**src/ahb_pkg.sv**
```systemverilog
`default_nettype none

package ahb_pkg;

    // bus widths
    parameter int ADDR_W = 32;
    parameter int DATA_W = 32;

    // cache line geometry
    parameter int LINE_WORDS = 4;
    parameter int LINE_W     = LINE_WORDS * DATA_W;

    typedef enum logic [1:0] {
        IDLE   = 2'b00,
        BUSY   = 2'b01,
        NONSEQ = 2'b10,
        SEQ    = 2'b11
    } htrans_e;

    // only WRAP4 is issued by the line-fill master
    typedef enum logic [2:0] {
        SINGLE = 3'b000,
        INCR   = 3'b001,
        WRAP4  = 3'b010,
        INCR4  = 3'b011
    } hburst_e;

    // line-fill master states
    typedef enum logic [1:0] {
        F_IDLE = 2'b00,
        F_ADDR = 2'b01,
        F_DATA = 2'b10,
        F_DONE = 2'b11
    } fill_state_e;

endpackage

`default_nettype wire

```
**src/ahb_bus.sv**
```systemverilog
`timescale 1ns/1ps
`default_nettype none

interface ahb_bus;

    // address phase
    logic [ahb_pkg::ADDR_W-1:0] haddr;
    ahb_pkg::htrans_e           htrans;
    ahb_pkg::hburst_e           hburst;
    logic                       hwrite;

    // data phase
    logic [ahb_pkg::DATA_W-1:0] hwdata;
    logic [ahb_pkg::DATA_W-1:0] hrdata;
    logic                       hready;

    modport master (
        output haddr,
        output htrans,
        output hburst,
        output hwrite,
        output hwdata,
        input  hrdata,
        input  hready
    );

    // slave ignores hburst, each beat is decoded on its own
    modport slave (
        input  haddr,
        input  htrans,
        input  hwrite,
        input  hwdata,
        output hrdata,
        output hready
    );

endinterface

`default_nettype wire

```
**src/line_fill_master.sv**
```systemverilog
`timescale 1ns/1ps
`default_nettype none

module line_fill_master (
    input  logic                         mem_intf,
    input  logic                         rst_n,
    input  logic                         req_valid,
    input  logic                         req_write,
    input  logic [ahb_pkg::ADDR_W-1:0]   req_addr,
    input  logic [ahb_pkg::LINE_W-1:0]   req_wdata,
    output logic                         busy,
    output logic                         done,
    output logic [ahb_pkg::LINE_W-1:0]   rdata,
    ahb_bus.master                       bus
);

    localparam int OFF_W = $clog2(ahb_pkg::LINE_WORDS);
    localparam int TAG_W = ahb_pkg::ADDR_W - OFF_W - 2;
    localparam int DW    = ahb_pkg::DATA_W;

    ahb_pkg::fill_state_e       state;
    logic [TAG_W-1:0]           line_addr;
    logic [OFF_W-1:0]           start_off;
    logic                       wr_q;
    logic [ahb_pkg::LINE_W-1:0] wdata_q;
    logic [OFF_W:0]             addr_cnt;
    logic [OFF_W-1:0]           data_cnt;
    logic [OFF_W-1:0]           addr_off;
    logic [OFF_W-1:0]           data_off;
    logic                       start;
    logic                       addr_phase;
    logic                       addr_taken;
    logic                       beat_done;
    logic                       last_beat;

    assign start = req_valid && (state == ahb_pkg::F_IDLE);

    // next address phase overlaps the data phase in flight
    assign addr_phase = (state == ahb_pkg::F_ADDR) ||
                        ((state == ahb_pkg::F_DATA) &&
                         (addr_cnt < (OFF_W + 1)'(ahb_pkg::LINE_WORDS)));
    assign addr_taken = addr_phase && bus.hready;
    assign beat_done  = (state == ahb_pkg::F_DATA) && bus.hready;
    assign last_beat  = (data_cnt == OFF_W'(ahb_pkg::LINE_WORDS - 1));

    // wrap the word offset inside the line
    assign addr_off = start_off + addr_cnt[OFF_W-1:0];
    assign data_off = start_off + data_cnt;

    always_ff @(posedge mem_intf or negedge rst_n) begin
        if (!rst_n) begin
            state     <= ahb_pkg::F_IDLE;
            addr_cnt  <= '0;
            data_cnt  <= '0;
            wr_q      <= 1'b0;
            line_addr <= '0;
            start_off <= '0;
        end else begin
            case (state)
                ahb_pkg::F_IDLE: begin
                    if (start) begin
                        state     <= ahb_pkg::F_ADDR;
                        addr_cnt  <= '0;
                        data_cnt  <= '0;
                        wr_q      <= req_write;
                        line_addr <= req_addr[ahb_pkg::ADDR_W-1:OFF_W+2];
                        start_off <= req_addr[OFF_W+1:2];
                    end
                end
                ahb_pkg::F_ADDR: begin
                    if (addr_taken) begin
                        state <= ahb_pkg::F_DATA;
                    end
                end
                ahb_pkg::F_DATA: begin
                    if (beat_done && last_beat) begin
                        state <= ahb_pkg::F_DONE;
                    end
                end
                default: begin
                    state <= ahb_pkg::F_IDLE;
                end
            endcase
            if (addr_taken) begin
                addr_cnt <= addr_cnt + 1'b1;
            end
            if (beat_done) begin
                data_cnt <= data_cnt + 1'b1;
            end
        end
    end

    always_ff @(posedge mem_intf) begin
        if (start) begin
            wdata_q <= req_wdata;
        end
    end

    // read beats land at their line slot, not in arrival order
    always_ff @(posedge mem_intf) begin
        if (beat_done && !wr_q) begin
            rdata[data_off*DW +: DW] <= bus.hrdata;
        end
    end

    always_comb begin
        if (state == ahb_pkg::F_ADDR) begin
            bus.htrans = ahb_pkg::NONSEQ;
            bus.hburst = ahb_pkg::WRAP4;
        end else if (addr_phase) begin
            bus.htrans = ahb_pkg::SEQ;
            bus.hburst = ahb_pkg::WRAP4;
        end else begin
            bus.htrans = ahb_pkg::IDLE;
            bus.hburst = ahb_pkg::SINGLE;
        end
    end

    assign bus.haddr  = {line_addr, addr_off, 2'b00};
    assign bus.hwrite = wr_q;
    assign bus.hwdata = ((state == ahb_pkg::F_DATA) && wr_q) ? wdata_q[data_off*DW +: DW] : '0;

    assign busy = (state != ahb_pkg::F_IDLE);
    assign done = (state == ahb_pkg::F_DONE);

endmodule

`default_nettype wire

```
**src/flat_wrapper.sv**
```systemverilog
// flat-port wrapper written by rule: the top's interface ports become plain ports
module line_fill_master_flat 
  (mem_intf, rst_n, req_valid, req_write, req_addr, req_wdata, busy, done, rdata, bus_haddr, bus_htrans, bus_hburst, bus_hwrite, bus_hwdata, bus_hrdata, bus_hready);
  ahb_bus bus_i ();
  input  logic mem_intf;
  input  logic rst_n;
  input  logic req_valid;
  input  logic req_write;
  input  logic [ahb_pkg::ADDR_W-1:0] req_addr;
  input  logic [ahb_pkg::LINE_W-1:0] req_wdata;
  output logic busy;
  output logic done;
  output logic [ahb_pkg::LINE_W-1:0] rdata;
  output wire logic [$bits(bus_i.haddr)-1:0] bus_haddr;
  output wire logic [$bits(bus_i.htrans)-1:0] bus_htrans;
  output wire logic [$bits(bus_i.hburst)-1:0] bus_hburst;
  output wire logic [$bits(bus_i.hwrite)-1:0] bus_hwrite;
  output wire logic [$bits(bus_i.hwdata)-1:0] bus_hwdata;
  input wire logic [$bits(bus_i.hrdata)-1:0] bus_hrdata;
  input wire logic [$bits(bus_i.hready)-1:0] bus_hready;
  assign bus_haddr = bus_i.haddr;
  assign bus_htrans = bus_i.htrans;
  assign bus_hburst = bus_i.hburst;
  assign bus_hwrite = bus_i.hwrite;
  assign bus_hwdata = bus_i.hwdata;
  assign bus_i.hrdata = bus_hrdata;
  assign bus_i.hready = bus_hready;
  line_fill_master u_core (.mem_intf(mem_intf), .rst_n(rst_n), .req_valid(req_valid), .req_write(req_write), .req_addr(req_addr), .req_wdata(req_wdata), .busy(busy), .done(done), .rdata(rdata), .bus(bus_i));
endmodule
```
**config.mk**
```make
export PLATFORM = sky130hd
export DESIGN_NAME = line_fill_master_flat
export DESIGN_NICKNAME = d
export VERILOG_FILES = /design/src/ahb_pkg.sv /design/src/ahb_bus.sv /design/src/line_fill_master.sv /design/src/flat_wrapper.sv
export SDC_FILE = /design/constraint.sdc
export NUM_CORES = 1
export LEC_CHECK = 0
export BUFFER_PORTS_ARGS = -buffer_cell sky130_fd_sc_hd__buf_4
export CORE_AREA = 8 8 144 180
export CTS_CLUSTER_DIAMETER = 200
export DETAILED_ROUTE_END_ITERATION = 10
export DIE_AREA = 0 0 152 188
export GPL_ROUTABILITY_DRIVEN = 0
export GPL_TIMING_DRIVEN = 0
export PLACE_DENSITY = 0.79
export SYNTH_ARGS = -nofsm -noshare
export SYNTH_HDL_FRONTEND = slang
export SYNTH_SLANG_ARGS = --single-unit
```
**constraint.sdc**
```tcl
create_clock -name mem_intf -period 6.9 [get_ports mem_intf]
set_input_delay 1.035 -clock mem_intf [delete_from_list [all_inputs] [get_ports mem_intf]]
set_output_delay 1.035 -clock mem_intf [all_outputs]
set_load 0.01 [all_outputs]
```
== Yosys cells after proc, flatten, opt, wreduce, memory -nomap -nowiden ==
Cells that the tools add are included.

* Latch bits: 0
* RAM bits: 0
* Input port bits: 197
* Register bits: 294
* Memories kept: 0
* Bits in read-only memories: 0

* Multipliers: 0
* Order comparisons: 1
* Bitwise operators: 0
* $add $sub $neg: 5
* Equality and inequality tests: 7
* Divide/modulo/power cells: 0
* Mux-type cells: 16
* Reductions and logical operators: 19
* Shift operators: 3

{| class="wikitable"
|+ Operators by type and width
! cell !! count
|-
| 128-bit bitwise mux || 1
|-
| 32-bit by 34-bit variable shift with 128-bit output, first input constant || 1
|-
| 128-bit by 8-bit variable part select with 32-bit output || 1
|-
| 32-bit by 34-bit variable part select with 128-bit output || 1
|-
| 7-bit negator with 34-bit output || 1
|-
| 32-bit two-way mux || 1
|-
| 2-bit two-way mux || 9
|-
| 3-bit two-way mux || 4
|-
| 2-bit nonzero test || 5
|-
| 1-bit logical AND || 7
|-
| 2-bit == test, second input constant || 3
|-
| 2-bit case mux with 3 select lines || 1
|-
| 2-bit AND reduction || 3
|-
| 2-bit adder || 2
|-
| 2-bit by 1-bit inequality test with 1-bit output, second input constant || 2
|-
| 3-bit by 1-bit adder with 3-bit output, second input constant || 1
|-
| 3-bit < comparator, second input constant || 1
|-
| 3-bit AND reduction || 1
|-
| 2-bit by 1-bit adder with 2-bit output, second input constant || 1
|-
| 2-bit by 1-bit == test with 1-bit output, second input constant || 1
|-
| 2-bit zero test || 1
|-
| 2-bit inequality test, second input constant || 1
|-
| 1-bit zero test || 1
|-
| 1-bit logical OR || 1
|}

== Logic depth before layout (Yosys ltp) ==
* Word-level depth: 6
* Gate-level depth with buffers: 8

== Worst setup path before layout ==
Ideal clock, no wire load.

* Kind: register -> register
* Start point: register u_core.data_cnt[0] (netlist name)
* End point: register u_core.rdata[64] (netlist bit) (enable)
* Arrival: 4283 ps
* Required time: 6399 ps
* Period minus slack after synthesis: 4785 ps
* Path buffers: 2
* Slack: 2115 ps
* Stages on the path, launching flop included: 5
* Cells stage by stage: dfrtp_1 ha_1 buf_2 buf_2 nor4_1

{| class="wikitable"
|+ RTL lines
! element !! RTL line !! RTL
|-
| end signal, assigned by index || line_fill_master.sv:102 || <nowiki>rdata[data_off*DW +: DW] <= bus.hrdata;</nowiki>
|-
| end, declared || line_fill_master.sv:13 || <nowiki>output logic [ahb_pkg::LINE_W-1:0] rdata,</nowiki>
|}

== Worst setup path after layout ==
* Start point: register u_core.data_cnt[0]
* End point: output port bus_hwdata[2]

* Longest elaborated chain between the ends: 3

{| class="wikitable"
|+ Ends and longest elaborated chain
! element !! RTL line !! RTL
|-
| start, declared || line_fill_master.sv:27 || <nowiki>logic [OFF_W-1:0] data_cnt;</nowiki>
|-
| start signal, assigned || line_fill_master.sv:88 || <nowiki>data_cnt <= data_cnt + 1'b1;</nowiki>
|-
| 2-bit adder || line_fill_master.sv:48 || <nowiki>assign data_off = start_off + data_cnt;</nowiki>
|-
| 128-bit by 8-bit variable part select with 32-bit output || line_fill_master.sv:121 || <nowiki>assign bus.hwdata = ((state == ahb_pkg::F_DATA) && wr_q) ? wdata_q[data_off*DW +: DW] : '0;</nowiki>
|-
| 32-bit two-way mux || line_fill_master.sv:121 ||
|-
| end, declared || flat_wrapper.sv:18 || <nowiki>output wire logic [$bits(bus_i.hwdata)-1:0] bus_hwdata;</nowiki>
|}

No other way between the ends.

==> metrics.txt <==
# TYPE chip_impl_metric gauge
chip_impl_metric{name="worst_setup_slack_for_register_to_register_paths",unit="ps"} 3620
chip_impl_metric{name="detail_route.wirelength.met1",unit="um"} 11150
chip_impl_metric{name="final-max-slew-violation-count",unit=""} 0
chip_impl_metric{name="final.min_clock_period",unit="ps"} 3918
chip_impl_metric{name="sequential_cell_area",unit="um2"} 8638
chip_impl_metric{name="yosysWarnings",unit=""} 0
chip_impl_metric{name="worst_hold_slack",unit="ps"} 460.9
chip_impl_metric{name="ant_nets",unit=""} 0
chip_impl_info{name="cts-root-buf",value="sky130_fd_sc_hd__clkbuf_16"} 1
chip_impl_metric{name="power_per_cell_area",unit="nW/um2"} 415.8
chip_impl_info{name="rsz0062_at_grt",value="no"} 1
chip_impl_metric{name="timing.max_slew.rel_slack",unit=""} 0.3373
chip_impl_metric{name="first_global_vias",unit=""} 7729
chip_impl_info{name="top_layer",value="met4"} 1
chip_impl_metric{name="cts_htree_levels",unit=""} 1
chip_impl_metric{name="largest_net_degree_at_the_start_of_global_routing",unit=""} 72
chip_impl_metric{name="timing.final.crit_share",unit=""} 0.5678
chip_impl_metric{name="dr_wl_met2",unit="um"} 15520
chip_impl_metric{name="highest_clock_frequency_the_design_can_meet",unit="MHz"} 255.2
chip_impl_metric{name="initial_utilization",unit=""} 0.4885
chip_impl_info{name="worst_setup_path_start_kind",value="register"} 1
chip_impl_metric{name="synth_cell_types",unit=""} 33
chip_impl_metric{name="drtPass1Iterations",unit=""} 4
chip_impl_metric{name="worst-path-max-fanout",unit=""} 10
chip_impl_metric{name="power.share.switching",unit=""} 0.3167
chip_impl_metric{name="timing_hold_violations_final",unit=""} 0
chip_impl_metric{name="totalPowerFinal",unit="W"} 0.006502
chip_impl_metric{name="clock_power_share",unit=""} 0.220
chip_impl_info{name="timing.hold.worst.class",value="primary input to async pin"} 1
chip_impl_metric{name="drt_first_iter_violations",unit=""} 268
chip_impl_metric{name="cts_max_path_buffers",unit=""} 3
chip_impl_metric{name="setup_violations",unit=""} 0
chip_impl_info{name="timing.critical_path.to_type",value="primary output"} 1
chip_impl_metric{name="finalClockSkew",unit="ps"} 18.00
chip_impl_info{name="crit-reg2reg-capture",value="u_core.rdata[109]"} 1
chip_impl_metric{name="floorplan.die_area",unit="um2"} 28580
chip_impl_metric{name="cts_made_buffers",unit=""} 28
chip_impl_info{name="critical-path-slowest-cell",value="sky130_fd_sc_hd__mux4_1"} 1
chip_impl_metric{name="via_density_per_instance",unit=""} 5.131
chip_impl_metric{name="tritoncts_num_sinks",unit=""} 294
chip_impl_metric{name="core_area",unit="um2"} 23250
chip_impl_metric{name="worst-endpoint-required",unit="ps"} 5860
chip_impl_metric{name="synth-seq-area-share",unit=""} 0.7605
chip_impl_info{name="run_status",value="finished clean"} 1
chip_impl_metric{name="clk_pin_slew_worst_paths",unit="ps"} 60
chip_impl_metric{name="post_cts_resized",unit=""} 0
chip_impl_metric{name="area_delta_synth_final",unit="%"} 37.70
chip_impl_metric{name="placement.setup.worst_slack",unit="ps"} 3491
chip_impl_metric{name="synth_edf_count",unit=""} 256
chip_impl_metric{name="drcViolationCount",unit=""} 0
chip_impl_metric{name="die_extent_in_x",unit="um"} 152
chip_impl_metric{name="global_route_wire_length_before_repair",unit="um"} 46100
chip_impl_metric{name="power.sequential.fraction",unit=""} 0.389
chip_impl_metric{name="netlist_instances",unit=""} 608
chip_impl_metric{name="fp-row-count",unit=""} 63
chip_impl_metric{name="placement.io_buffers",unit=""} 390
chip_impl_metric{name="track_usage",unit=""} 0.2100
chip_impl_metric{name="ctsHoldBuffers",unit=""} 0
chip_impl_metric{name="postLayoutSetupSlackWorst",unit="ps"} 2982
chip_impl_metric{name="clock_latency",unit="ps"} 540
chip_impl_metric{name="cap_violations",unit=""} 0
chip_impl_info{name="yosys_most_used_dff",value="sky130_fd_sc_hd__edfxtp_1"} 1
chip_impl_metric{name="number_of_antenna_violations_at_the_first_check_in_global_routing",unit=""} 0
chip_impl_metric{name="cpPeakStageDelay",unit="ps"} 590
chip_impl_metric{name="insertedDiodeCount",unit=""} 0
chip_impl_metric{name="setup-tns-final",unit="ps"} 0
chip_impl_info{name="critPathKind",value="register to primary output"} 1
chip_impl_metric{name="utilization",unit=""} 0.6726
chip_impl_info{name="timing.critical_path.mode_cell",value="sky130_fd_sc_hd__buf_2"} 1
chip_impl_metric{name="postCtsSetupBuffers",unit=""} 0
chip_impl_info{name="final_cell_mix",value="402 x sky130_fd_sc_hd__buf_4, 256 x sky130_fd_sc_hd__edfxtp_1, 104 x sky130_fd_sc_hd__and2_1"} 1
chip_impl_metric{name="tightestPinTransition",unit="ps"} 985.8
chip_impl_info{name="reg_to_reg_start",value="u_core.data_cnt[0]"} 1
chip_impl_metric{name="design.final.nets",unit=""} 1248
chip_impl_metric{name="dp_hpwl",unit="um"} 23440
chip_impl_metric{name="chipHeight",unit="um"} 188
chip_impl_metric{name="global_route.overflow_total",unit=""} 0
chip_impl_metric{name="power.leakage",unit="nW"} 6.463
chip_impl_metric{name="net-switching-power",unit="W"} 0.002059
chip_impl_metric{name="area_taken_by_multi_input_logic_gates",unit="um2"} 2539
chip_impl_metric{name="dr_wl_met3",unit="um"} 3333
chip_impl_metric{name="average_wire_length_per_cell_after_detail_routing",unit="um"} 22.70
chip_impl_info{name="final_common_cell",value="sky130_fd_sc_hd__buf_4"} 1
chip_impl_metric{name="vdd_drop_max",unit="mV"} 0.2632
chip_impl_metric{name="dr_total_vias",unit=""} 6952
chip_impl_metric{name="syn-mean-instance-area",unit="um2"} 18.68
chip_impl_info{name="tritoncts",value="built"} 1
chip_impl_metric{name="synth-seq-cells",unit=""} 294
chip_impl_metric{name="async_reset_ff_frac",unit=""} 0.1293
chip_impl_metric{name="p_comb_frac",unit=""} 0.391
chip_impl_metric{name="fillers",unit=""} 1552
chip_impl_metric{name="worst_ep_arrival_time",unit="ps"} 2880
chip_impl_metric{name="ios",unit=""} 397
chip_impl_info{name="worstPathCellList",value="ha_1 -> buf_2 -> buf_2 -> mux4_1 -> and3_1 -> buf_4"} 1
chip_impl_info{name="cp-startpoint",value="u_core.data_cnt[0]"} 1
chip_impl_metric{name="cellInternalPower",unit="W"} 0.004443
chip_impl_metric{name="postRouteWirelength",unit="um"} 30770
chip_impl_metric{name="drive_above_1_share",unit=""} 0.5146
chip_impl_metric{name="synthesis.area",unit="um2"} 11360
chip_impl_metric{name="worstRegToRegCells",unit=""} 7
-- worst max-delay path: cells and delay by family (launching register included) --
kind                       cells  cell delay, ps
muxes                          1             590
buffers and inverters          3             810
and+or+nand+nor                1             200
adders and majority gates      1             330
DFF                            1             410
-- per-layer routing --
metal	global-route usage	vias to the layer above
met5	0	-
met4	0.06741	0
met3	0.08821	51
met2	0.3650	374
met1	0.2290	3386
li1	-	3141
-- per-stage QoR --
step	instance area (um2)	cells
6_report	15640	1355
5_1_grt	15640	1355
4_1_cts	15640	1355
3_5_place_dp	14790	1303
3_3_place_gp	14660	1293
2_1_floorplan	11370	611
-- worst max path at each step --
stage / end / depth (start not counted)
after floorplan: u_core.rdata[64] / 4
after global routing: bus_hwdata[2] / 6
after global placement: u_core.rdata[76] / 4
after detailed placement: bus_hwdata[3] / 6
after CTS: bus_hwdata[29] / 6
final: bus_hwdata[2] / 6
-- synthesized netlist by cell type (all sizes together) (2+ instances only) --
master	instances	area (um2)
edfxtp	256	7687
and2	130	843.3
dfrtp	38	950.9
and3	33	207.7
mux2	32	360.4
mux4	32	739.5
clkbuf	23	93.84
buf	12	91.34
ha	10	125.1
inv	6	22.52
nand3	6	30.03
o21ai	5	25.02
nor2	4	15.01
xnor2	4	42.55
nand2	3	11.26
nand2b	3	18.77
nor4	2	12.51
-- sequential cells by signal (all words and copies together), names as in the netlist --
signal / cells
u_core.rdata: 128
u_core.addr_cnt: 3
u_core.data_cnt: 2
u_core.bus.hwrite: 1
u_core.line_addr: 28
u_core.start_off: 2
u_core.wdata_q: 128
u_core.state: 2
-- power groups by stage --
stage / logic [W] / clock network (W) / registers, W
floorplan: 0.00148 / 0 / 0.00263
global placement: 0.00248 / 0 / 0.00258
detailed placement: 0.00258 / 0 / 0.00257
CTS: 0.00260 / 0.00145 / 0.00253
global route: 0.00277 / 0.00152 / 0.00256
finish: 0.00254 / 0.00143 / 0.00253
-- final cells by class --
type | count | area share
clock buffer | 34 | 0.04760
multi-input combinational | 276 | 0.1623
timing repair buffer | 400 | 0.1938
buffer | 35 | 0.01184
sequential | 294 | 0.5523
inverter | 6 | 0.001760
tap | 292 | 0.02336
clock inverter | 18 | 0.007040
-- kinds of logic after synthesis --
logic type / synth area share
multiplexers: 0.09771
buffers and inverters: 0.01829
AO/OA/AOI/OAI: 0.003635
XOR/XNOR: 0.004517
AND/OR/NAND/NOR: 0.1040
flip-flops: 0.7605
adder cells (fa/ha/maj): 0.01102
other: 0.0003302
Power figures use the tool's default switching activity.
